File: src/hw/spr_consts.svh
`ifndef SPR_CONSTS_SVH
`define SPR_CONSTS_SVH

// sprite descriptors held in the table
`define SPR_COUNT 32

// visible pixels of one TV line
`define SPR_LINE_PIX 360

// line buffer address width, 512 locations per half
`define SPR_XW 9

// DRAM word address width, 2M words of 16 bits
`define SPR_AW 21

// per-sprite bitmap offset in words
`define SPR_OFFW 14

`endif

File: src/hw/spr_offs_ram.sv
`timescale 1ns/1ns

`include "spr_consts.svh"

module spr_offs_ram
(
	input  logic                 clk,
	input  logic [4:0]           ra,
	output logic [`SPR_OFFW-1:0] rd,
	input  logic [4:0]           wa,
	input  logic [`SPR_OFFW-1:0] wd,
	input  logic                 we
);

	// word offset into each sprite bitmap, kept from line to line
	logic [`SPR_OFFW-1:0] offs_mem [`SPR_COUNT];

	always_ff @(posedge clk)
	begin
		if (we)
			offs_mem[wa] <= wd;   // written once per drawn sprite
		rd <= offs_mem[ra];       // registered read
	end

endmodule

File: config.mk
export PLATFORM = sky130hd
export DESIGN_NAME = spr_offs_ram
export DESIGN_NICKNAME = d
export VERILOG_FILES = /design/src/hw/spr_offs_ram.sv
export VERILOG_INCLUDE_DIRS = /design/src /design/src/hw
export SDC_FILE = /design/constraint.sdc
export NUM_CORES = 1
export LEC_CHECK = 0
export ABC_AREA = 0
export BUFFER_PORTS_ARGS = -buffer_cell sky130_fd_sc_hd__buf_2
export CORE_ASPECT_RATIO = 0.9
export CORE_UTILIZATION = 62
export DETAILED_ROUTE_END_ITERATION = 12
export PLACE_DENSITY_LB_ADDON = 0.2
export SYNTH_ARGS = -nofsm -noshare
export SYNTH_HDL_FRONTEND = slang
export SYNTH_SLANG_ARGS = --single-unit
File: constraint.sdc
create_clock -name clk -period 2.3 [get_ports clk]
set_input_delay 0.345 -clock clk [delete_from_list [all_inputs] [get_ports clk]]
set_output_delay 0.345 -clock clk [all_outputs]
set_load 0.05 [all_outputs]
# Word level (Yosys, flattened, before mapping)
# Memory sizes are Yosys's and may differ from the RTL's. A register that Yosys moved wholly into a read port is not among the register bits.
# Index checks and enable logic that the tools add are counted.
# word_totals
latchBits	0
romBits	0
inputBits	26
output_inout_bits	14
n_memories	1
regBits	0
ramBits	448
# op_classes
n_bitwise	0
reduce_logical	0
n_lt_le_gt_ge	0
n_eq_ne	0
shift	0
n_div	0
n_addsub	0
n_mul	0
mux	2
# memory_table
memory	depth	word_bits	read_ports	rd_ports_with_merged_regs	wr	line_no	rtl
offs_mem	32	14	1	1	1	spr_offs_ram.sv:16	logic [`SPR_OFFW-1:0] offs_mem [`SPR_COUNT];
# op_table
op	n
1-bit 2-to-1 mux	2

# Longest topological paths before layout
# logic_depth
ltp_word	2
mapped_depth	7
ltp_nobuf	5

# Worst setup path before layout
# OpenSTA, ideal clock, no wires.
# synth_timing
kind	in2reg
from	input port wa[1]
to	memory offs_mem[12][0] (netlist bit) (enable)
setup_time_ns	0.384
slack_ns	0.302
path_stages	3
arrival_time_ns	1.614
t_required_ns	1.916
cell_sequence	or3b_2 clkbuf_1 nor2_1
# synth_lines
item	line_no	rtl
start, declared	spr_offs_ram.sv:10	input logic [4:0] wa,
end, declared	spr_offs_ram.sv:16	
# No word-level cell before the write port.

==> impl_metrics.toml <==
[finish]
final_nets = 1132
antenna_cells = 0
area_growth_pct = 12.3
fin_area_sq_um = 20200
drive_gt1_share_pct = 15.4

[clock_network]
clk_path_buf_depth = 3
worstSkewPairLatency_ns = 0.54
cts.htree.levels = 2
cts_tree = "yes"
clkTransAtPathRegs_ns = 0.06
numCtsBuffers = 44
post_cts_resized = 0
post_cts.repair.setup_buffers = 0
cts_root_buffer = "clkbuf_16"
clkSinkCount = 462
ctsHoldBuffers = 0

[hold_path]
hp-class = "primary input to flop"
hold_start = "ra[3]"

[place]
placed_cell_area_sq_um = 18900
portBuffers = 39
dp_hpwl_mm = 23.7
place.gp.congestion = 0.820

[floorplanning]
core-area_sq_um = 28200
die_h_microns = 164
start_util_pct = 63.8
num_rows = 58
die_w_microns = 182
fp.dieArea_sq_um = 29700
ios = 40

[grt]
grt_max_degree = 44
grt-ovfl-total = 0
grt_pass1_vias = 9254
grt.total_usage_pct = 27.5
antenna_found_initial = 2
grt_first_pass_wirelength_mm = 58.8

[timing]
setup_tns_ns = 0
slew_headroom_pct = 51.6
slew_violations = 0
hold_viol = 0
clock.fmax_mhz = 618
finalSetupViolCount = 0
finalClockSkew_ns = 0.0220
finalCritPeriodShare_pct = 70.4
tightest_slew_ns = 0.727
period_needed_ns = 1.62
rsz0062_at_grt = "no"

[routing]
wl_per_cell_microns = 26.6
post-route-drc-count = 0
dr.pass1.iters = 5
via_count = 9492
via_per_inst = 6.33
drt_wl_total_mm = 39.8
drt-initial-drc-count = 1032
ant_nets = 0

[worst_setup_path]
path_class = "primary input to flop"
cp_max_fo = 20
cp.required_ns = 2.68
critPathCaptureType = "flop"
cp-startpoint = "ra[1]"
rr_startpoint = "offs_mem[1][7]"
start_kind = "primary input"
worstPathArrival_ns = 2.00

[yosys]
synth_top_area_cell = "edfxtp_1"
synthAdderAreaFrac_pct = 0
yosysUniqueCellTypes = 26
netlist_area_sq_um = 18000
synth_top_family_by_area = "multiplexers"
syn_inst = 1006
ys_seq_area_share_pct = 76.2
synth.mux.area_fraction_pct = 12.4
synth-xor-area-share_pct = 0
yosys.area.top_type_share_pct = 74.7
synth_compound_area_share_pct = 4.96
ys_ff_latch = 462
syn_avg_cell_area_sq_um = 17.9
syn-num-nets = 1032
ys_warn_count = 0
ys_top_cells_by_area = "edfxtp_1 75%, mux2i_1 12%, a22oi_1 2.3%"
yosys.area_share.simple_pct = 3.62

[power_and_ir_drop]
switching_share_pct = 21.0
power_frac_comb_pct = 6.1
p_seq_share_pct = 54.2
power.net_switching_mw = 3.65
leakage_nw = 7.20
pwr-share-clk_pct = 39.7
internal-power_mw = 13.7
p_per_area_nw_per_um2 = 858
peakVddDrop_mv = 0.790

[status]
status = "complete, no violations"

[flow_run]
drv_cap = 0
==> per-stage QoR <==
step,util [%],hold slack [ns],cells,power [mW],worst slack [ns]
2_1_floorplan,-,0.444,1006,10.2,0.302
3_3_place_gp,66.8,0.601,1420,10.6,0.187
3_5_place_dp,66.8,0.603,1420,10.6,0.173
4_1_cts,71.7,0.213,1499,17.4,0.713
5_1_grt,71.7,0.245,1499,17.8,0.630
6_report,71.7,0.224,1499,17.3,0.682
==> routing by layer <==
| layer | vias up | wire, microns | track usage (%) |
|---|---|---|---|
| li1 | 4202 | - | - |
| met1 | 4751 | 16600 | 40.3 |
| met2 | 463 | 18500 | 42.9 |
| met3 | 74 | 3750 | 5.17 |
| met4 | 2 | 943 | 7.74 |
| met5 | - | 15 | 0 |
==> final cells by class <==
type,count,area [sq um]
clock buffers,60,1210
clock inverters,19,156
fillers,1702,8000
multi-input cells,486,3810
flip-flops and latches,462,13700
well taps,360,450
repair buffers,112,866
==> registers in the layout (all words and copies together) (netlist names) <==
signal	flops
offs_mem	448
rd	14
==> cell families after synthesis <==
kind of cell	count (synthesis)
compound gates	126
mux	224
simple gates	136
buf+inv	58
flops	462
==> layout by cell type (no fill, tap or decap), types with 28 or more instances in the layout <==
master,synthesis,layout
mux2i_1,224,224
buf_4,2,64
clkbuf_16,0,45
nor2_1,34,33
edfxtp_1,448,448
a21oi_1,28,28
a22o_1,28,28
nand3_1,30,30
nand2_1,29,29
buf_2,22,38
a22oi_1,56,56
==> critical path, cell delays in order <==
cell     delay (ns)
buf_2          0.15
and2_2         0.50
buf_4          0.33
a22o_1         0.17
nor3_1         0.06
a31oi_1        0.33
nand3_1        0.11
==> path summary, 6_finish.rpt <==
path         endpoint  slack (ns)  cells after the start
max             rd[9]        0.68                      7
min            rd[13]        0.22                      3
max reg2reg     rd[7]        0.89                      5
min reg2reg     rd[9]        0.61                      4
==> cells in the mapped netlist, drive strengths merged <==
cell type / n
buf: 49
nor2: 34
edfxtp: 448
nand3b: 5
a21oi: 28
a22o: 28
nand3: 30
nand2b: 2
a31oi: 14
nor2b: 2
nand4: 14
nor3: 14
and2: 1
nand2: 29
dfxtp: 14
mux2i: 224
or2: 1
or3: 1
clkbuf: 9
or3b: 3
a22oi: 56
==> power groups by stage <==
stage	registers, mW	clock network, mW	logic, mW
floorplan	9.68	0	0.531
global placement	9.58	0	1.03
detailed placement	9.58	0	1.05
CTS	9.40	6.98	1.06
global route	9.41	7.29	1.11
finish	9.40	6.89	1.06
Power figures use the tool's default switching activity.
