**src/hw/spr_consts.svh**
```systemverilog
`ifndef SPR_CONSTS_SVH
`define SPR_CONSTS_SVH

// sprite descriptors held in the table
`define SPR_COUNT 32

// visible pixels of one TV line
`define SPR_LINE_PIX 360

// line buffer address width, 512 locations per half
`define SPR_XW 9

// DRAM word address width, 2M words of 16 bits
`define SPR_AW 21

// per-sprite bitmap offset in words
`define SPR_OFFW 14

`endif

```
**src/hw/spr_bus_pkg.sv**
```systemverilog
package spr_bus_pkg;

`include "spr_consts.svh"

	// config port write, addr[8] picks palette over descriptor bytes
	typedef struct packed {
		logic       we;
		logic [8:0] addr;
		logic [7:0] data;
	} cfg_wr_t;

	// DRAM request, mrq held until drdy
	typedef struct packed {
		logic               mrq;
		logic [`SPR_AW-1:0] addr;
	} mem_req_t;

	// one pixel into the line buffer half being built
	typedef struct packed {
		logic               we;
		logic [`SPR_XW-1:0] x;
		logic               opaque;  // nibble was non-zero
		logic [5:0]         color;
	} lb_wr_t;

endpackage

```
**src/hw/spr_regs.sv**
```systemverilog
`timescale 1ns/1ns

`include "spr_consts.svh"

module spr_regs
	import spr_bus_pkg::*;
(
	input  logic       clk,
	input  cfg_wr_t    cfg,
	input  logic [4:0] desc_idx,
	input  logic [2:0] desc_byte,
	output logic [7:0] desc_rd,
	input  logic [7:0] pal_addr,
	output logic [5:0] pal_rd
);

	localparam int DESC_BYTES = `SPR_COUNT * 8;

	// 8 bytes per sprite, sprite n at bytes 8n..8n+7
	logic [7:0] desc_mem [DESC_BYTES];
	// 16 banks of 16 colours, 6 bits each
	logic [5:0] pal_mem [256];

	logic pal_sel;   // config write goes to the palette
	logic desc_we;
	logic pal_we;

	assign pal_sel = cfg.addr[8];
	assign desc_we = cfg.we & ~pal_sel;
	assign pal_we  = cfg.we & pal_sel;

	// descriptor table
	always_ff @(posedge clk)
	begin
		if (desc_we)
			desc_mem[cfg.addr[7:0]] <= cfg.data;
		desc_rd <= desc_mem[{desc_idx, desc_byte}];   // one cycle read for the engine
	end

	// palette
	always_ff @(posedge clk)
	begin
		if (pal_we)
			pal_mem[cfg.addr[7:0]] <= cfg.data[5:0];   // top two bits dropped
		pal_rd <= pal_mem[pal_addr];   // addressed by {bank, nibble}
	end

endmodule

```
**config.mk**
```make
export PLATFORM = sky130hd
export DESIGN_NAME = spr_regs
export DESIGN_NICKNAME = d
export VERILOG_FILES = /design/src/hw/spr_bus_pkg.sv /design/src/hw/spr_regs.sv
export VERILOG_INCLUDE_DIRS = /design/src /design/src/hw
export SDC_FILE = /design/constraint.sdc
export NUM_CORES = 2
export LEC_CHECK = 0
export ABC_CLOCK_PERIOD_IN_PS = 2200
export BUFFER_PORTS_ARGS = -buffer_cell sky130_fd_sc_hd__buf_4
export CAP_MARGIN = 40
export CELL_PAD_IN_SITES_DETAIL_PLACEMENT = 1
export CELL_PAD_IN_SITES_GLOBAL_PLACEMENT = 2
export CORE_AREA = 3 3 554 556
export CTS_CLUSTER_SIZE = 25
export DETAILED_ROUTE_END_ITERATION = 7
export DIE_AREA = 0 0 557 559
export PLACE_DENSITY = 0.87
export SLEW_MARGIN = 10
export SYNTH_ARGS = -nofsm -noshare
export SYNTH_HDL_FRONTEND = slang
export SYNTH_SLANG_ARGS = --single-unit
```
**constraint.sdc**
```tcl
create_clock -name clk -period 2.2 [get_ports clk]
set_clock_uncertainty 0.15 [all_clocks]
set_input_delay 0.11 -clock clk [delete_from_list [all_inputs] [get_ports clk]]
set_output_delay 0.11 -clock clk [all_outputs]
set_load 0.005 [all_outputs]
```
[Word-level counts from Yosys, hierarchy flattened]
Memory sizes are Yosys's and may differ from the RTL's. A register that Yosys moved wholly into a read port is not among the register bits.
Index checks and enable logic that the tools add are counted.
Word-level totals
  RAM bits: 3584
  output and inout port bits: 14
  memories kept: 2
  word-level logic and storage cells: 9
  register bits: 0
Memories
  desc_mem: depth 256, bits a word 8, read ports 1, clocked after Yosys merged registers in 1, write ports 1, RTL line spr_regs.sv:20  | logic [7:0] desc_mem [DESC_BYTES];
  pal_mem: depth 256, bits a word 6, read ports 1, clocked after Yosys merged registers in 1, write ports 1, RTL line spr_regs.sv:22  | logic [5:0] pal_mem [256];
Cells by class
  bitwise gates (word level): 3
  muxes and demuxes: 4
Operators with widths (number)
  $mux W1: 4
  $and A1 B1 Y1: 2
  $not A1 Y1: 1

[Logic depth before layout (Yosys ltp)]
  word-level depth: 4
  depth in mapped cells: 12

[Worst setup path before layout]
Ideal clock, no wire load.
  path type: input to register
  from: input port pal_addr[0]
  to: register pal_rd[4] (read register of pal_mem)
  arrival time: 1992 ps
  setup slack: -69 ps
  stages: 10
  path buffers: 5
  cell sequence: buf_2 buf_6 buf_4 buf_6 buf_2 mux4_2 a22oi_1 nand3_1 nand4_1 o211ai_1
RTL lines
  start: declaration: RTL line spr_regs.sv:13  | input logic [7:0] pal_addr,
  end: declaration: RTL line spr_regs.sv:14  | output logic [5:0] pal_rd

==> metrics.md <==
| Metric | Value |
|---|---|
| Fin. max-slew vios | 0 |
| Post-Place Cells | 11400 |
| Pre-CTS WS | -1040 ps |
| Root Buffer | clkbuf_16 |
| WL/cell | 36.8 um |
| Critical path data arrival time | 3160 ps |
| Final period util | 112% |
| Final setup vio count | 22 |
| Initial antenna violation count | 13 |
| CTS tree | yes |
| Vias per cell | 6.49 |
| Leakage | 54.4 nW |
| Hold Slack | 16.3 ps |
| Postcts setup bufs | 0 |
| Setup WS post-layout | -268 ps |
| Clock-pin slew on the worst setup and hold paths | 60 ps |
| Area of the core | 303000 sq um |
| Area Growth Syn to Fin | 20.3% |
| IO Port Bufs | 48 |
| FF+latch count, synth | 3598 |
| Clock sink total | 3598 |
| Vias | 78400 |
| Max VDD drop | 0.000789 V |
| Commonest register cell after synthesis | edfxtp_1 |
| Fraction of registers with async set/reset | 0% |
| Top-count cell post-synth | edfxtp_1 |
| Vias in the first global route | 82300 |
| DIE HEIGHT | 559 um |
| DRT Pass-1 Iters | 8 |
| Setup TNS | -1360 ps |
| FP Rows | 202 |
| Final Non-Filler Cells | 12100 |
| Drt total wl | 445000 um |
| Worst min path class | in2reg |
| Initial DRC count | 12100 |
| Hold Fails Final Rpt | 0 |
| Sequential share of the synthesized area | 77.6% |
| CTS buffer count | 359 |
| Largest net degree at the start of global routing | 117 |
| Mapped Area | 139000 sq um |
| Worst-Skew Late Latency | 990 ps |
| Leading area contributor after synthesis | edfxtp_1 |
| Placer congestion estimate | 0.858 |
| Req. time, crit path | 2890 ps |
| First-pass GRT wire length | 634000 um |
| Post-synth EDFFs | 3584 |
| Share of layout cells above drive strength 1 | 35.9% |
| Cells after Synth | 6448 |
| DRT antenna net count | 0 |
| Worst slew margin | 37.2% |
| H-tree Lvls | 5 |
| Starting Density | 45.9% |
| Measured slew at the worst slew-check pin | 941 ps |
| Die width | 557 um |
| Pwr dens | 874 nW/um^2 |
| Crit path max fanout | 1 |
| Pwr Total | 146 mW |
| Crit Path Category | reg2reg |
| Tmin final | 2470 ps |
| Net count after synthesis | 6483 |
| GR Util All Layers | 28.2% |
| Max cap viols | 0 |
| Startpoint types | flop |
| Max frequency | 405 MHz |
| Area contributors post-synth | edfxtp_1 (77%), mux4_2 (14%), nor2_1 (1.5%) |
| Crit. End Element | flop |
| Longest Clk Path Bufs | 4 |
| Share of the synthesized area in the top cell type | 77.4% |
| Mapped Avg Cell Area | 21.6 sq um |
| Fin nets | 7833 |
| GRT Residual Overflow | 0 |
| Post-route DRC | 0 |
| Yosys cell types | 61 |
| Most frequent cells after synthesis | edfxtp_1 (3584), mux4_2 (834), nor2_1 (549), a22oi_1 (238), clkbuf_1 (196) |
| I/O pin count | 49 |
| HPWL after DPL | 260000 um |
| Die ar. | 311000 sq um |
| RSZ-0062 raised after global routing | yes |
| Status | finished with violations |
| Cells on worst reg2reg path | 7 |
| Hold depth | 2 |
| YS warnings | 0 |
| Failing checks | negative setup slack |
-- routing by layer --
| metal | vias to the layer above | wire (um) | track usage, % |
|---|---|---|---|
| li1 | 29700 | - | - |
| met3 | 1306 | 44500 | 5.37 |
| met4 | 8 | 26000 | 14.1 |
| met5 | - | 58 | 0 |
| met1 | 41200 | 153000 | 36.0 |
| met2 | 6057 | 221000 | 46.4 |
-- power by group --
part	internal (mW)	leakage (nW)	switching [mW]	total [mW]
clock network	33.9	5.61	28.1	62.0
registers	75.5	32.3	0.148	75.6
logic	3.34	16.5	5.25	8.59
-- layout make-up --
type | instances | area [sq um]
diodes | 11 | 27.5
clock inverters | 220 | 2300
fillers | 25900 | 135000
flip-flops and latches | 3598 | 108000
well taps | 3978 | 4980
clock buffers | 433 | 9280
multi-input cells | 2450 | 30200
inverters | 5 | 18.8
repair buffers | 1384 | 12500
-- through the flow --
step / util (%) / area (sq um)
4_1_cts: 55.1 / 167000
5_1_grt: 55.3 / 167000
3_5_place_dp: 50.9 / 154000
3_3_place_gp: 50.9 / 154000
6_report: 55.3 / 167000
2_1_floorplan: - / 139000
-- what timing repair did --
item	4_1_cts	5_1_grt
gates resized for setup	189	66
endpoints found under the setup margin	14	20
endpoints found under the hold margin	4263	0
hold buffers	34	0
pin swaps	54	31
gates cloned	0	0
-- sequential cells by signal (all words and copies together) (netlist names) --
name,count
desc_rd,8
pal_mem,1536
pal_rd,6
desc_mem,2048
-- critical path, stage by stage, from the launching register on --
cell,delay [ps]
edfxtp_1,370
mux4_2,480
a22oi_2,310
a21oi_2,170
nor4_4,440
buf_4,240
a21oi_4,60
o311a_1,150
-- logic make-up (layout without fill, tap and decap cells) --
family / after synthesis / in the layout / share of synthesized area, %
DFF: 3598 / 3598 / 77.6
muxes: 1029 / 1029 / 15.3
and+or+nand+nor: 855 / 855 / 2.63
AOI/OAI and AO/OA: 566 / 566 / 2.84
buffers and inverters: 400 / 2042 / 1.62
other: 0 / 11 / 0
-- cells in the final DEF, fill, tap and decap left out, drive strengths merged, types with 6 or more instances in the layout --
| cell | n |
|---|---|
| buf | 1347 |
| inv | 20 |
| clkbuf | 436 |
| nand2 | 108 |
| mux2i | 156 |
| a221oi | 33 |
| nor4 | 29 |
| nand3 | 44 |
| edfxtp | 3584 |
| nor3 | 27 |
| dfxtp | 14 |
| clkinv | 164 |
| bufinv | 29 |
| a21oi | 106 |
| nor2b | 33 |
| o22a | 8 |
| diode | 11 |
| and2 | 6 |
| mux2 | 9 |
| a22o | 10 |
| o21ai | 49 |
| nor2 | 550 |
| nand4 | 13 |
| o221ai | 20 |
| clkinvlp | 12 |
| nand2b | 17 |
| dlygate4sd3 | 34 |
| a22oi | 238 |
| a21boi | 14 |
| o211ai | 19 |
| a211oi | 19 |
| mux4 | 864 |
| o22ai | 28 |
| or3 | 11 |
-- final timing paths --
path / start / to / slack (ps)
worst max-delay path: desc_mem[187][2] / desc_rd[2] / -270
worst min register to register: pal_mem[236][1] / pal_rd[1] / 920
worst min-delay path: cfg[0] / desc_mem[185][0] / 20
worst max register to register: desc_mem[187][2] / desc_rd[2] / -270
No activity file was read; power rests on OpenSTA's default activity.
