**src/hw/spr_consts.svh**
```systemverilog
`ifndef SPR_CONSTS_SVH
`define SPR_CONSTS_SVH

// sprite descriptors held in the table
`define SPR_COUNT 32

// visible pixels of one TV line
`define SPR_LINE_PIX 360

// line buffer address width, 512 locations per half
`define SPR_XW 9

// DRAM word address width, 2M words of 16 bits
`define SPR_AW 21

// per-sprite bitmap offset in words
`define SPR_OFFW 14

`endif

```
**src/hw/spr_types_pkg.sv**
```systemverilog
package spr_types_pkg;

`include "spr_consts.svh"

	// one descriptor after the 8 bytes are gathered
	typedef struct packed {
		logic                  act;   // sprite enabled
		logic [3:0]            pal;   // palette bank, upper half of palette address
		logic [`SPR_AW-1:0]    base;  // word address of the bitmap
		logic [`SPR_XW-1:0]    xpos;
		logic [6:0]            xsz;   // width in 16-bit words
		logic [8:0]            ypos;
		logic [6:0]            ysz;   // height in lines
	} spr_desc_t;

	// engine FSM
	typedef enum logic [3:0] {
		S_IDLE,   // waiting for spr_en after line_start
		S_DESC,   // gathering descriptor bytes
		S_CHECK,  // visibility test against the next line
		S_OFFS,   // offset fetch or restart
		S_REQ,    // raise DRAM request
		S_WAIT,   // hold request until drdy
		S_PIX,    // four pixels through the palette
		S_NEXT,   // step to next sprite
		S_DONE    // all sprites done for this line
	} spr_state_e;

endpackage

```
**src/hw/spr_bus_pkg.sv**
```systemverilog
package spr_bus_pkg;

`include "spr_consts.svh"

	// config port write, addr[8] picks palette over descriptor bytes
	typedef struct packed {
		logic       we;
		logic [8:0] addr;
		logic [7:0] data;
	} cfg_wr_t;

	// DRAM request, mrq held until drdy
	typedef struct packed {
		logic               mrq;
		logic [`SPR_AW-1:0] addr;
	} mem_req_t;

	// one pixel into the line buffer half being built
	typedef struct packed {
		logic               we;
		logic [`SPR_XW-1:0] x;
		logic               opaque;  // nibble was non-zero
		logic [5:0]         color;
	} lb_wr_t;

endpackage

```
**src/hw/spr_engine.sv**
```systemverilog
`timescale 1ns/1ns

`include "spr_consts.svh"

module spr_engine
	import spr_types_pkg::*;
	import spr_bus_pkg::*;
(
	input  logic                 clk,
	input  logic                 line_start,
	input  logic                 spr_en,
	input  logic [8:0]           line_num,
	output logic [4:0]           desc_idx,
	output logic [2:0]           desc_byte,
	input  logic [7:0]           desc_rd,
	output logic [7:0]           pal_addr,
	input  logic [5:0]           pal_rd,
	output logic [4:0]           offs_ra,
	input  logic [`SPR_OFFW-1:0] offs_rd,
	output logic [4:0]           offs_wa,
	output logic [`SPR_OFFW-1:0] offs_wd,
	output logic                 offs_we,
	output mem_req_t             mem,
	input  logic [15:0]          mem_dat,
	input  logic                 mem_drdy,
	output lb_wr_t               lb_wr,
	output logic                 spr_busy
);

	spr_state_e state;
	logic [4:0] sp_num;         // sprite being worked on
	logic [3:0] cnt;            // byte count in S_DESC, pixel phase in S_PIX
	logic [63:0] desc_raw;      // gathered bytes, byte 0 in the low bits
	spr_desc_t desc;
	logic [8:0] tgt_line;       // line being built
	logic [9:0] y_end;          // first line below the sprite
	logic hit;
	logic first_line;
	logic last_word;

	logic [`SPR_OFFW-1:0] offset;   // running word offset into bitmap
	logic [6:0] wcnt;               // words left in this row
	logic [`SPR_XW-1:0] x;          // next pixel position
	logic [15:0] dat_sh;            // fetched word, shifted one nibble per pixel
	logic [3:0] nib_q;              // nibble whose colour arrives this cycle

	logic mrq_q;
	logic [`SPR_AW-1:0] addr_q;
	logic lb_we;
	logic [`SPR_XW-1:0] lb_x;
	logic lb_opq;
	logic [5:0] lb_col;

	// byte layout straight from the descriptor table
	assign desc = '{
		act:  desc_raw[7],
		pal:  desc_raw[3:0],
		base: desc_raw[8 +: `SPR_AW],
		xpos: desc_raw[32 +: `SPR_XW],
		xsz:  desc_raw[47:41],
		ypos: desc_raw[56:48],
		ysz:  desc_raw[63:57]
	};

	assign tgt_line   = line_num + 9'd1;   // work is one line ahead of display
	assign y_end      = {1'b0, desc.ypos} + {3'b0, desc.ysz};
	assign first_line = (tgt_line == desc.ypos);
	assign last_word  = (wcnt == 7'd1);

	// skip inactive, zero width and sprites off this line
	assign hit = desc.act && (desc.xsz != 7'd0) && (tgt_line >= desc.ypos) &&
		({1'b0, tgt_line} < y_end);

	assign desc_idx  = sp_num;
	assign desc_byte = cnt[2:0];
	assign offs_ra   = sp_num;      // read is ready long before S_OFFS
	assign offs_wa   = sp_num;
	assign offs_wd   = offset;      // already advanced by xsz in S_NEXT
	assign pal_addr  = {desc.pal, dat_sh[15:12]};   // msb nibble first

	assign mem   = '{mrq: mrq_q, addr: addr_q};
	assign lb_wr = '{we: lb_we, x: lb_x, opaque: lb_opq, color: lb_col};

	assign spr_busy = (state != S_IDLE) && (state != S_DONE);

	// control
	always_ff @(posedge clk or posedge line_start)
	begin
		if (line_start)
		begin
			state   <= S_IDLE;
			sp_num  <= '0;
			cnt     <= '0;
			mrq_q   <= 1'b0;
			lb_we   <= 1'b0;
			offs_we <= 1'b0;
		end
		else
		begin
			lb_we   <= 1'b0;   // both are single cycle strobes
			offs_we <= 1'b0;
			case (state)
				S_IDLE:
					if (spr_en)
					begin
						sp_num <= '0;
						cnt    <= '0;
						state  <= S_DESC;
					end
				S_DESC:
				begin
					cnt <= cnt + 4'd1;
					if (cnt == 4'd8)   // byte 7 on desc_rd now
						state <= S_CHECK;
				end
				S_CHECK:
					state <= hit ? S_OFFS : S_NEXT;
				S_OFFS:
					state <= S_REQ;
				S_REQ:
				begin
					mrq_q <= 1'b1;
					state <= S_WAIT;
				end
				S_WAIT:
					if (mem_drdy)   // no timeout, waits as long as DRAM needs
					begin
						mrq_q <= 1'b0;
						cnt   <= '0;
						state <= S_PIX;
					end
				S_PIX:
				begin
					cnt <= cnt + 4'd1;
					if (cnt != 4'd0)
						lb_we <= (x < `SPR_LINE_PIX);   // nothing past the visible line
					if (cnt == 4'd4)
					begin
						if (last_word)
						begin
							offs_we <= 1'b1;
							state   <= S_NEXT;
						end
						else
							state <= S_REQ;
					end
				end
				S_NEXT:
				begin
					sp_num <= sp_num + 5'd1;
					cnt    <= '0;
					state  <= (sp_num == 5'(`SPR_COUNT - 1)) ? S_DONE : S_DESC;
				end
				S_DONE: ;   // stays here until next line_start
				default:
					state <= S_IDLE;
			endcase
		end
	end

	// datapath
	always_ff @(posedge clk)
	begin
		case (state)
			S_DESC:
				if (cnt != 4'd0)
					desc_raw <= {desc_rd, desc_raw[63:8]};
			S_OFFS:
			begin
				offset <= first_line ? '0 : offs_rd;   // restart bitmap on top line
				wcnt   <= desc.xsz;
				x      <= desc.xpos;
			end
			S_REQ:
				addr_q <= desc.base + {{(`SPR_AW - `SPR_OFFW){1'b0}}, offset};
			S_WAIT:
				if (mem_drdy)
					dat_sh <= mem_dat;
			S_PIX:
			begin
				// lookup of nibble cnt overlaps write of nibble cnt-1
				if (cnt < 4'd4)
				begin
					nib_q  <= dat_sh[15:12];
					dat_sh <= {dat_sh[11:0], 4'h0};
				end
				if (cnt != 4'd0)
				begin
					lb_x   <= x;
					lb_opq <= (nib_q != 4'h0);   // colour 0 is see-through
					lb_col <= pal_rd;
					x      <= x + 1'b1;
				end
				if (cnt == 4'd4)
				begin
					offset <= offset + 1'b1;
					wcnt   <= wcnt - 7'd1;
				end
			end
			default: ;
		endcase
	end

endmodule

```
**config.mk**
```make
export PLATFORM = sky130hd
export DESIGN_NAME = spr_engine
export DESIGN_NICKNAME = d
export VERILOG_FILES = /design/src/hw/spr_types_pkg.sv /design/src/hw/spr_bus_pkg.sv /design/src/hw/spr_engine.sv
export VERILOG_INCLUDE_DIRS = /design/src /design/src/hw
export SDC_FILE = /design/constraint.sdc
export NUM_CORES = 1
export LEC_CHECK = 0
export ABC_AREA = 1
export BUFFER_PORTS_ARGS = -buffer_cell sky130_fd_sc_hd__buf_4
export CELL_PAD_IN_SITES_DETAIL_PLACEMENT = 0
export CELL_PAD_IN_SITES_GLOBAL_PLACEMENT = 1
export CORE_ASPECT_RATIO = 1.25
export CORE_MARGIN = 2
export CORE_UTILIZATION = 44
export DETAILED_ROUTE_END_ITERATION = 7
export PLACE_DENSITY = 0.77
export SYNTH_ARGS = -nofsm -noshare
export SYNTH_HDL_FRONTEND = slang
export SYNTH_SLANG_ARGS = --single-unit
```
**constraint.sdc**
```tcl
create_clock -name clk -period 4.9 [get_ports clk]
set_clock_uncertainty 0.15 [all_clocks]
set_input_delay 1.225 -clock clk [delete_from_list [all_inputs] [get_ports clk]]
set_output_delay 1.225 -clock clk [all_outputs]
set_load 0.05 [all_outputs]
```
======== Word-level counts from Yosys, hierarchy flattened ========
Cells that the tools add are included.
storage, ports and cells
  bits in registers ....................... 167
  word-level logic and storage cells ...... 104
cells by class
  add/subtract/negate cells ............... 8
  magnitude comparators ................... 4
  equal/unequal tests ..................... 20
  muxes and demuxes ....................... 30
  bitwise logic cells ..................... 1
  reductions and logical operators ........ 25
operators with widths
  operator                                                         number
  4-bit case mux with 9 select lines                               1
  16-bit two-way mux                                               2
  16-bit case mux with 2 select lines                              1
  14-bit two-way mux                                               2
  4-bit two-way mux                                                7
  14-bit case mux with 2 select lines                              1
  21-bit by 14-bit adder with 21-bit output                        1
  4-bit by 3-bit == test with 1-bit output, second input constant  5
  9-bit by 1-bit adder with 9-bit output, second input constant    2
  9-bit case mux with 2 select lines                               1
  4-bit case mux with 4 select lines                               1
  4-bit nonzero test                                               4
  14-bit by 1-bit adder with 14-bit output, second input constant  1
  7-bit case mux with 2 select lines                               1
  2-bit AND reduction                                              7
  2-bit != test, second input constant                             6
  9-bit by 7-bit adder with 10-bit output                          1
  9-bit by 10-bit less-than comparator with 1-bit output           1
  5-bit case mux with 2 select lines                               1
  9-bit == test                                                    1
  9-bit >= comparator                                              1
  9-bit less-than comparator, second input constant                1
  9-bit two-way mux                                                1
  4-bit by 2-bit == test with 1-bit output, second input constant  2
  other kinds (23)                                                 36

======== Logic depth before layout (Yosys ltp) ========
Gate-level depths: netlist of run 1.
  word-level depth ........................ 6
  gate-level depth with buffers ........... 20
  depth with buffers taken out ............ 20

======== Worst setup path after synthesis of run 1 ========
OpenSTA, ideal clock, no wires.
  path kind ............................... flip-flop to flip-flop
  from .................................... register state[2]
  to ...................................... register desc_raw[0] (enable)
  arrival ................................. 3.395 ns
  required time ........................... 4.270 ns
  path slack .............................. 0.875 ns
  cell stages (with the launch flop) ...... 6
  path buffers ............................ 0
  period minus slack after synthesis ...... 4.025 ns
  cell sequence ........................... dfrtp_1 -> nor2_1 -> inv_1 -> nor2_1 -> inv_1 -> nor2_1
on the way
  cells in the longest elaborated chain, start to end .. 2
RTL lines
  item                                      line               RTL
  start, declared                           spr_engine.sv:30   spr_state_e state;
  start signal, assigned                    spr_engine.sv:117  state <= hit ? S_OFFS : S_NEXT;
  start signal, assigned                    spr_engine.sv:152  state <= (sp_num == 5'(`SPR_COUNT - 1)) ? S_DONE : S_DESC;
  4-bit by 1-bit == test with 1-bit output  spr_engine.sv:164  case (state)
  2-bit AND reduction (no line)             -
  end signal, assigned                      spr_engine.sv:167  desc_raw <= {desc_rd, desc_raw[63:8]};
  end, declared                             spr_engine.sv:33   logic [63:0] desc_raw;
No other way between the ends.
A chain may end at the register's enable or synchronous reset.

======== Worst setup path in the final report of run 1 ========
  from .................................... input port line_num[0]
  to ...................................... register offset[3] (netlist: offs_wd[3]), data pin
on the way
  cells in the longest elaborated chain, start to end .. 4
RTL lines
  item                                    line               RTL
  start, declared                         spr_engine.sv:12   input logic [8:0] line_num,
  9-bit by 1-bit adder with 9-bit output  spr_engine.sv:65   assign tgt_line = line_num + 9'd1;
  9-bit == test                           spr_engine.sv:67   assign first_line = (tgt_line == desc.ypos);
  14-bit two-way mux                      spr_engine.sv:170  offset <= first_line ? '0 : offs_rd;
  14-bit case mux with 2 select lines     spr_engine.sv:164
  end signal, assigned                    spr_engine.sv:170
  end signal, assigned                    spr_engine.sv:196  offset <= offset + 1'b1;
  end, declared                           spr_engine.sv:41   logic [`SPR_OFFW-1:0] offset;
No other way between the ends.

==> flow_metrics.py, run 1 <==
metrics = {
    "sta": {
        "setup_viol": 0,
        "rsz0062_at_grt": "false",
        "setup_tns_ns": 0,
        "worstMarginPinSlew_ns": 0.980,
        "min_period_ns": 3.52,
        "holdWs_ns": 0.272,
        "fmax_ghz": 0.284,
        "finalHoldViolCount": 0,
        "drv_slew": 0,
        "fin_ws_ns": 1.38,
        "fin_crit_sh_pct": 71.7,
        "relSlewSlack_pct": 34.5,
    },
    "route": {
        "route.detailed.drc": 0,
        "drt-vias-per-instance": 4.97,
        "drt-initial-drc-count": 440,
        "dr.pass1.iters": 4,
        "postRouteAntennaNets": 0,
        "wl_per_cell_um": 15.4,
        "routed_wl_um": 17800,
        "vias": 5761,
    },
    "power": {
        "vdd_ir_drop_max_mv": 0.384,
        "p_leak_nw": 4.29,
        "powerDensity_mw_per_mm2": 556,
    },
    "placement": {
        "place_ws_ns": 0.927,
        "dp_hpwl_um": 13500,
        "place_inst": 1126,
        "place_congestion": 0.855,
        "dpl-instance-area_mm2": 0.00941,
        "port_buffers": 137,
    },
    "die": {
        "core_mm2": 0.0186,
        "initial_core_util_pct": 44.6,
        "io_pins": 138,
        "die_w_um": 127,
        "placement_rows": 56,
        "die-height_um": 157,
        "dieArea_mm2": 0.0199,
    },
    "layout": {
        "instances_no_fill": 1158,
        "finalNetCount": 1019,
        "diodes": 0,
        "areaGrowthSynthToFinish_pct": 20.5,
        "final_layout_size_suffix_gt1_share_pct": 20.0,
        "nFillCells": 1677,
        "final_area_mm2": 0.00997,
    },
    "clock_network": {
        "cts_root_buffer": "clkbuf_16",
        "cts.hold.buffers_added": 0,
        "numCtsBuffers": 17,
        "cts_setup_buffers": 0,
        "clkSlewWorstSetupHoldPaths_ns": 0.07,
        "cts_tree": "yes",
        "clk_latency_ns": 0.42,
        "cts.path.max_buffers": 2,
        "clock-sinks": 164,
        "ctsResizeCount": 0,
        "htreeDepth": 4,
    },
    "setup_path": {
        "cp-end-kind": "register",
        "slowest_delay_ns": 0.54,
        "cp_data_arrival_time_ns": 3.54,
        "crit_path_start_kind": "input port",
        "cpMaxStageDelayCell": "nand3_1",
        "crit_buf_inv": 1,
        "worstPathRequired_ns": 4.93,
        "crit_family": "simple AND/OR/NAND/NOR gates",
        "path_cells": "buf_4 > ha_1 > nand3_1 > nor3b_1 > nand2_1 > xnor2_1 > ha_1 > nand3_1 > a32o_1",
        "crit_start": "line_num[0]",
        "criticalPathCategory": "input port to register",
        "reg2reg_from": "desc_raw[50]",
        "timing.critical_path.fanout_max": 15,
        "r2r_slack_ns": 1.94,
    },
    "synth": {
        "synth.most_common_cell": "nand2_1",
        "yosysTopAreaCell": "edfxtp_1",
        "ys_warn_count": 0,
        "synth_fa_ha_area_share_pct": 7.59,
        "synth_compound_area_share_pct": 6.12,
        "synth.distinct_cells": 38,
        "synth_seq_cells": 164,
        "yosysSeqAreaShare_pct": 58.6,
        "postSynth.asyncResetShare_pct": 9.76,
        "syn_nets": 892,
        "postSynthCellCount": 786,
        "synth_edf_count": 148,
        "synth_xor_area_share_pct": 5.61,
        "netlist_area_mm2": 0.00827,
        "ys.flop_type": "edfxtp_1",
        "ys_top_cells_by_count": "nand2_1, edfxtp_1, inv_1",
        "synth_top_family_by_area": "simple AND/OR/NAND/NOR gates",
        "synthMuxAreaShare_pct": 0,
        "syn_avg_cell_area_um2": 10.5,
        "synthSimpleGateAreaFrac_pct": 15.6,
        "synthTopCellsByArea": "edfxtp_1, nand2_1, ha_1",
        "synth.top_cell.area_share_pct": 53.7,
    },
    "worst_hold_path": {
        "holdCritStartpoint": "desc_raw[29]",
        "hold_path.class": "register to register",
    },
    "global_route": {
        "grtUsageTotal_pct": 18.2,
        "grt_max_degree": 44,
        "overflow": 0,
        "grt_pass1_wl_um": 27800,
        "grt_pass1_vias": 5536,
        "grt_antenna_before_repair": 0,
    },
    "flow_run": {
        "max_cap_violations": 0,
    },
    "run_status": {
        "status": "finished clean",
    },
}
==> kinds of logic (layout without fill, tap and decap cells) <==
| kind of cell | count (synthesis) | in the layout |
|---|---|---|
| xor+xnor | 53 | 53 |
| buf+inv | 115 | 255 |
| compound gates | 92 | 92 |
| fa+ha+maj | 49 | 49 |
| flops | 164 | 164 |
| simple gates | 313 | 313 |
==> per-layer routing <==
metal | part of all wire [%] | GRT usage, % | vias to the layer above
met3 | 3.8 | 3.47 | 9
met2 | 55 | 34.1 | 111
met5 | 0 | 0 | -
li1 | - | - | 2904
met4 | 1.2 | 5.29 | 0
met1 | 40 | 21.0 | 2737
==> worst paths after layout <==
check | endpoint | cells past startpoint
worst max-delay path | offs_wd[3] | 9
worst min-delay path | desc_raw[21] | 0
worst max register to register | state[2] | 19
worst min register to register | desc_raw[21] | 0
max in group asynchronous | state[2] | 2
min in group asynchronous | desc_idx[1] | 2
==> state kept, by name, indices dropped and copies added (netlist names), 5 cells and up <==
name,flops
desc_raw,61
lb_x,9
addr_q,21
offs_wd,14
wcnt,7
lb_col,6
desc_idx,5
x,9
dat_sh,16
==> metrics by stage <==
| stage | utilization, % | total power [mW] |
|---|---|---|
| after floorplan | - | 3.78 |
| after global placement | 50.7 | 4.32 |
| after detailed placement | 50.7 | 4.34 |
| after CTS | 53.7 | 5.61 |
| after global routing | 53.7 | 5.87 |
| final | 53.7 | 5.55 |
==> final cells by class <==
cell class	count	area, µm²	share of cell area [%]
clock inverters	14	131	1.32
repair buffers	143	1070	10.8
clock buffers	18	429	4.30
inverters	80	300	3.01
flip-flops and latches	164	4840	48.6
well taps	232	290	2.91
multi-input cells	507	2900	29.1
==> layout by cell type (no fill, tap or decap), types with 3 or more instances in the layout <==
cell | netlist | routed
inv_2 | 4 | 4
ha_1 | 47 | 47
a21oi_1 | 30 | 30
nor2_1 | 62 | 60
nand3_1 | 30 | 30
nand3b_1 | 3 | 3
nor2_2 | 2 | 3
buf_4 | 24 | 143
clkinvlp_4 | 0 | 8
nor3_1 | 7 | 7
xor2_1 | 33 | 33
nand2_1 | 192 | 192
o21a_1 | 3 | 3
o21ai_0 | 25 | 24
xnor2_1 | 20 | 20
clkbuf_16 | 0 | 17
nor4_1 | 3 | 3
inv_1 | 76 | 76
dfrtp_1 | 16 | 16
o21ai_1 | 21 | 22
nand4_1 | 7 | 7
edfxtp_1 | 148 | 148
==> power by group <==
| part | internal [mW] | leakage [nW] | total, mW | switching (mW) |
|---|---|---|---|---|
| logic | 0.629 | 2.49 | 2.10 | 1.47 |
| clock network | 0.702 | 0.246 | 1.26 | 0.558 |
| registers | 1.98 | 1.56 | 2.19 | 0.202 |
| total | 3.31 | 4.29 | 5.55 | 2.23 |
(Power assumes the default switching activity.)
==> run 2: changes to the inputs <==
CORE_UTILIZATION = 40   (was 44)
PLACE_DENSITY = 0.73   (was 0.77)
clock period = 3.1 ns   (was 4.9 ns; I/O delays follow)
==> flow_metrics.py, run 2 (same netlist as run 1, synthesis figures left out) <==
metrics = {
    "clock_network": {
        "cts.path.max_buffers": 2,
        "cts_root_buffer": "clkbuf_16",
        "htreeDepth": 4,
        "cts_tree": "yes",
        "ctsResizeCount": 0,
        "cts.hold.buffers_added": 0,
        "clock-sinks": 164,
        "clk_latency_ns": 0.43,
        "cts_setup_buffers": 0,
        "numCtsBuffers": 17,
        "clkSlewWorstSetupHoldPaths_ns": 0.07,
    },
    "layout": {
        "layout_common_cells": "nand2_1, edfxtp_1, buf_4",
        "top_register": "desc_raw",
        "multi_input_area_mm2": 0.00291,
        "top_regs": "desc_raw (61), addr_q (21), dat_sh (16)",
        "nFillCells": 1871,
        "largest_reg_flops": 61,
        "final_layout_size_suffix_gt1_share_pct": 20.8,
        "finalNetCount": 1023,
        "diodes": 0,
        "final_common_cell": "nand2_1",
        "register_area_mm2": 0.00484,
        "areaGrowthSynthToFinish_pct": 22.3,
    },
    "die": {
        "io_pins": 138,
        "placement_rows": 58,
        "core_mm2": 0.0202,
        "initial_core_util_pct": 40.9,
        "dieArea_mm2": 0.0219,
        "die-height_um": 165,
        "die_w_um": 133,
    },
    "setup_path": {
        "worstPathRequired_ns": 3.26,
        "crit_path_start_kind": "register",
        "cp-end-kind": "register",
        "cp_data_arrival_time_ns": 2.89,
        "timing.critical_path.fanout_max": 6,
        "reg2reg_from": "desc_raw[50]",
        "criticalPathCategory": "register to register",
        "crit_start": "desc_raw[50]",
    },
    "sta": {
        "fmax_ghz": 0.367,
        "holdWs_ns": 0.268,
        "relSlewSlack_pct": 53.3,
        "min_period_ns": 2.72,
        "setup_tns_ns": 0,
        "drv_slew": 0,
        "setup_viol": 0,
        "worstMarginPinSlew_ns": 0.700,
        "rsz0062_at_grt": "false",
        "fin_crit_sh_pct": 87.9,
        "finalHoldViolCount": 0,
    },
    "route": {
        "drt-initial-drc-count": 248,
        "wl_met3_um": 603,
        "dr.pass1.iters": 4,
        "drt-vias-per-instance": 4.68,
        "top_layer_used": "met4",
        "met1_length_um": 7260,
        "wl_per_cell_um": 14.0,
        "route.detailed.drc": 0,
        "wl_met2_um": 8690,
        "postRouteAntennaNets": 0,
        "routed_wl_um": 16800,
        "vias": 5614,
    },
    "global_route": {
        "grt_antenna_before_repair": 0,
        "grt_pass1_wl_um": 27000,
        "grtUsageTotal_pct": 16.0,
        "grt_max_degree": 68,
        "overflow": 0,
        "grt_pass1_vias": 5356,
    },
    "power": {
        "power_mw": 8.87,
        "vdd_ir_drop_max_mv": 0.599,
        "p_leak_nw": 4.36,
        "powerDensity_mw_per_mm2": 877,
    },
    "placement": {
        "place_congestion": 0.840,
        "port_buffers": 137,
        "dp_hpwl_um": 12600,
    },
    "run_status": {
        "status": "finished clean",
    },
    "flow_run": {
        "max_cap_violations": 0,
    },
    "worst_hold_path": {
        "hold_path.class": "register to register",
        "holdCritStartpoint": "desc_raw[30]",
    },
}
## run 2: changes by cell type in the layout (fill, tap and decap cells not counted), sizes merged
| cell | previous run | this run |
|---|---|---|
| buf | 143 | 147 |
| clkbuf | 18 | 17 |
| clkinv | 3 | 4 |
| clkinvlp | 8 | 2 |
| inv | 82 | 88 |
## run 2: path summary, 6_finish.rpt
kind | end | slack [ns] | depth (start not counted)
setup / recovery | state[2] | 0.38 | 19
hold / removal | desc_raw[22] | 0.27 | 0
setup reg to reg | state[2] | 0.38 | 19
hold reg to reg | desc_raw[22] | 0.27 | 0
max in group asynchronous | state[2] | 2.04 | 2
min in group asynchronous | desc_idx[0] | 0.31 | 2
## run 2: layer usage
metal	track usage (%)	vias to the layer above
li1	-	2906
met1	18.9	2585
met2	29.0	109
met3	3.04	14
met4	5.77	0
met5	0	-
## run 2: area by class of cell
class / count / area share [%]
flip-flops and latches: 164 / 47.9
well taps: 270 / 3.34
multi-input cells: 507 / 28.8
clock inverters: 15 / 1.67
clock buffers: 17 / 4.20
inverters: 80 / 2.97
repair buffers: 147 / 11.2
## run 2: report_power, final
part,switching (mW),internal (mW)
sequential,0.304,3.13
combinational,2.31,1.03
clock,0.953,1.15
total,3.57,5.31
## run 2: per-stage QoR
step                instances  area [µm²]  setup WS [ns]  utilization, %
detailed placement       1168        9510         0.0698            47.0
floorplan                 786        8280         0.0960               -
finish                   1200       10100          0.376            50.0
global placement         1168        9510         0.0850            47.0
global route             1200       10100        0.00880            50.0
CTS                      1200       10100          0.206            49.9
## run 2: worst max-delay path, stage by stage (launching register included)
cell,delay (ns)
edfxtp_1,0.43
ha_2,0.35
a21o_1,0.20
nand2_1,0.05
nand2_1,0.05
nor2_2,0.16
xor2_1,0.22
ha_1,0.28
nand2_1,0.08
inv_1,0.04
a21oi_1,0.12
nand2_1,0.07
nand2_1,0.06
nand2_1,0.05
nand2_1,0.05
nand2_1,0.05
nand2_1,0.06
nand2_1,0.05
nand2_1,0.05
nand2_1,0.05
==> run 3: changes to the inputs <==
==> constraint.sdc (replaced) <==
create_clock -name clk -period 3.1 [get_ports clk]
set_clock_uncertainty 0.15 [all_clocks]
set_input_delay 0 -clock clk [delete_from_list [all_inputs] [get_ports clk]]
set_output_delay 0 -clock clk [all_outputs]
set_load 0.05 [all_outputs]
==> flow_metrics.py, run 3 (same netlist as run 1, synthesis figures left out) <==
metrics = {
    "die": {
        "die-height_um": 165,
        "core_mm2": 0.0202,
        "io_pins": 138,
        "die_w_um": 133,
        "dieArea_mm2": 0.0219,
        "initial_core_util_pct": 40.9,
        "placement_rows": 58,
    },
    "flow_run": {
        "max_cap_violations": 0,
    },
    "setup_path": {
        "slowest_delay_ns": 0.42,
        "worstPathRequired_ns": 3.26,
        "reg2reg_from": "desc_raw[50]",
        "path_cells": "ha_1 > a21o_1 > nand2_1 > nand2_1 > nor2_1 > xor2_1 > ha_1 > nand2_1 > inv_1 > a21oi_1 > nand2_1 > nand2_1 > nand2_1 > nand2_1 > nand2_1 > nand2_1 > nand2_1 > nand2_1 > nand2_1",
        "cp-end-kind": "register",
        "criticalPathCategory": "register to register",
        "crit_path_start_kind": "register",
        "cp_data_arrival_time_ns": 2.94,
        "timing.critical_path.fanout_max": 6,
        "r2r_slack_ns": 0.32,
        "worst_r2r_path_depth": 19,
        "crit_start": "desc_raw[50]",
        "r2r_end": "state[2]",
        "cpMaxStageDelayCell": "edfxtp_1",
        "crit_path_frequent_cell": "nand2_1",
        "crit_path_end": "state[2]",
    },
    "route": {
        "drt-initial-drc-count": 216,
        "postRouteAntennaNets": 0,
        "routed_wl_um": 17400,
        "route.detailed.drc": 0,
        "vias": 5778,
        "dr.pass1.iters": 4,
        "wl_per_cell_um": 14.0,
        "drt-vias-per-instance": 4.64,
    },
    "sta": {
        "min_period_ns": 2.78,
        "relSlewSlack_pct": 56.3,
        "setup_viol": 0,
        "rsz0062_at_grt": "false",
        "fmax_ghz": 0.360,
        "drv_slew": 0,
        "fin_crit_sh_pct": 89.7,
        "finalHoldViolCount": 0,
        "setup_tns_ns": 0,
        "worstMarginPinSlew_ns": 0.655,
    },
    "power": {
        "p_leak_nw": 4.52,
        "powerDensity_mw_per_mm2": 831,
        "vdd_ir_drop_max_mv": 0.564,
        "power_mw": 8.74,
    },
    "layout": {
        "areaGrowthSynthToFinish_pct": 27.0,
        "final_common_cell": "nand2_1",
        "diodes": 0,
        "layout_common_cells": "nand2_1, edfxtp_1, buf_4",
        "nFillCells": 1869,
        "top_register": "desc_raw",
        "finalNetCount": 1069,
        "top_regs": "desc_raw (61), addr_q (21), dat_sh (16)",
        "largest_reg_flops": 61,
        "final_layout_size_suffix_gt1_share_pct": 19.2,
    },
    "clock_network": {
        "clkSlewWorstSetupHoldPaths_ns": 0.07,
        "clock-sinks": 164,
        "cts.path.max_buffers": 2,
        "htreeDepth": 4,
        "numCtsBuffers": 17,
        "cts_setup_buffers": 0,
        "cts_root_buffer": "clkbuf_16",
        "cts_tree": "yes",
        "clk_latency_ns": 0.42,
    },
    "global_route": {
        "overflow": 0,
        "grt_antenna_before_repair": 0,
        "grt_pass1_wl_um": 27900,
        "grtUsageTotal_pct": 16.3,
        "grt_max_degree": 62,
        "grt_pass1_vias": 5664,
    },
    "worst_hold_path": {
        "hold_path.class": "input port to async pin",
    },
    "placement": {
        "place_congestion": 0.849,
        "port_buffers": 137,
        "dp_hpwl_um": 12800,
    },
    "run_status": {
        "status": "finished clean",
    },
}
## run 3: repair_timing
action | 4_1_cts | 5_1_grt
hold buffers | 47 | 0
gates resized for setup | 0 | 0
hold endpoints to repair | 71 | 0
## run 3: how the worst min path moves through the flow
stage                        end  slack [ns]  cells after the start
floorplan                 cnt[0]       -0.24                      1
global placement     desc_idx[0]      0.0006                      2
detailed placement   desc_idx[0]      -0.002                      2
CTS                  desc_idx[0]        0.09                      3
global route        desc_raw[63]        0.14                      2
finish               desc_idx[0]        0.07                      3
## run 3: cell type report
type / count / area [µm²] / share of cell area, %
Tap cell: 270 / 338 / 3.21
Sequential cell: 164 / 4840 / 46.1
Clock inverter: 15 / 119 / 1.13
Inverter: 80 / 300 / 2.86
Timing Repair Buffer: 193 / 1580 / 15.0
Multi-Input combinational cell: 507 / 2900 / 27.6
Clock buffer: 17 / 425 / 4.05
## run 3: stage by stage
stage / std cells / hold slack [ns] / setup slack (ns) / utilization, % / instance area [µm²]
2_1_floorplan: 786 / -0.236 / 0.0960 / - / 8280
3_3_place_gp: 1167 / 0.000590 / 0.386 / 46.9 / 9490
3_5_place_dp: 1167 / -0.00204 / 0.314 / 46.9 / 9490
4_1_cts: 1246 / 0.0911 / 0.295 / 51.9 / 10500
5_1_grt: 1246 / 0.137 / 0.0476 / 51.9 / 10500
6_report: 1246 / 0.0746 / 0.320 / 51.9 / 10500
## run 3: metal layers
metal / vias up / global-route usage, % / share of wire [%]
met1: 2649 / 19.6 / 43
met2: 109 / 29.9 / 53
li1: 3007 / - / -
met5: - / 0 / 0
met3: 13 / 2.30 / 3.0
met4: 0 / 6.06 / 1.3
## run 3: worst max-delay path: cells and delay by family (launching register included)
kind,cells,cell delay [ns]
compound gates,2,0.35
fa+ha+maj,2,0.67
flops,1,0.42
xor+xnor,1,0.18
buf+inv,1,0.04
simple gates,13,0.85
## run 3: power breakdown
| group | switching (mW) | total, mW | internal, mW |
|---|---|---|---|
| clock | 0.896 | 1.94 | 1.04 |
| sequential | 0.310 | 3.44 | 3.13 |
| combinational | 2.30 | 3.36 | 1.05 |
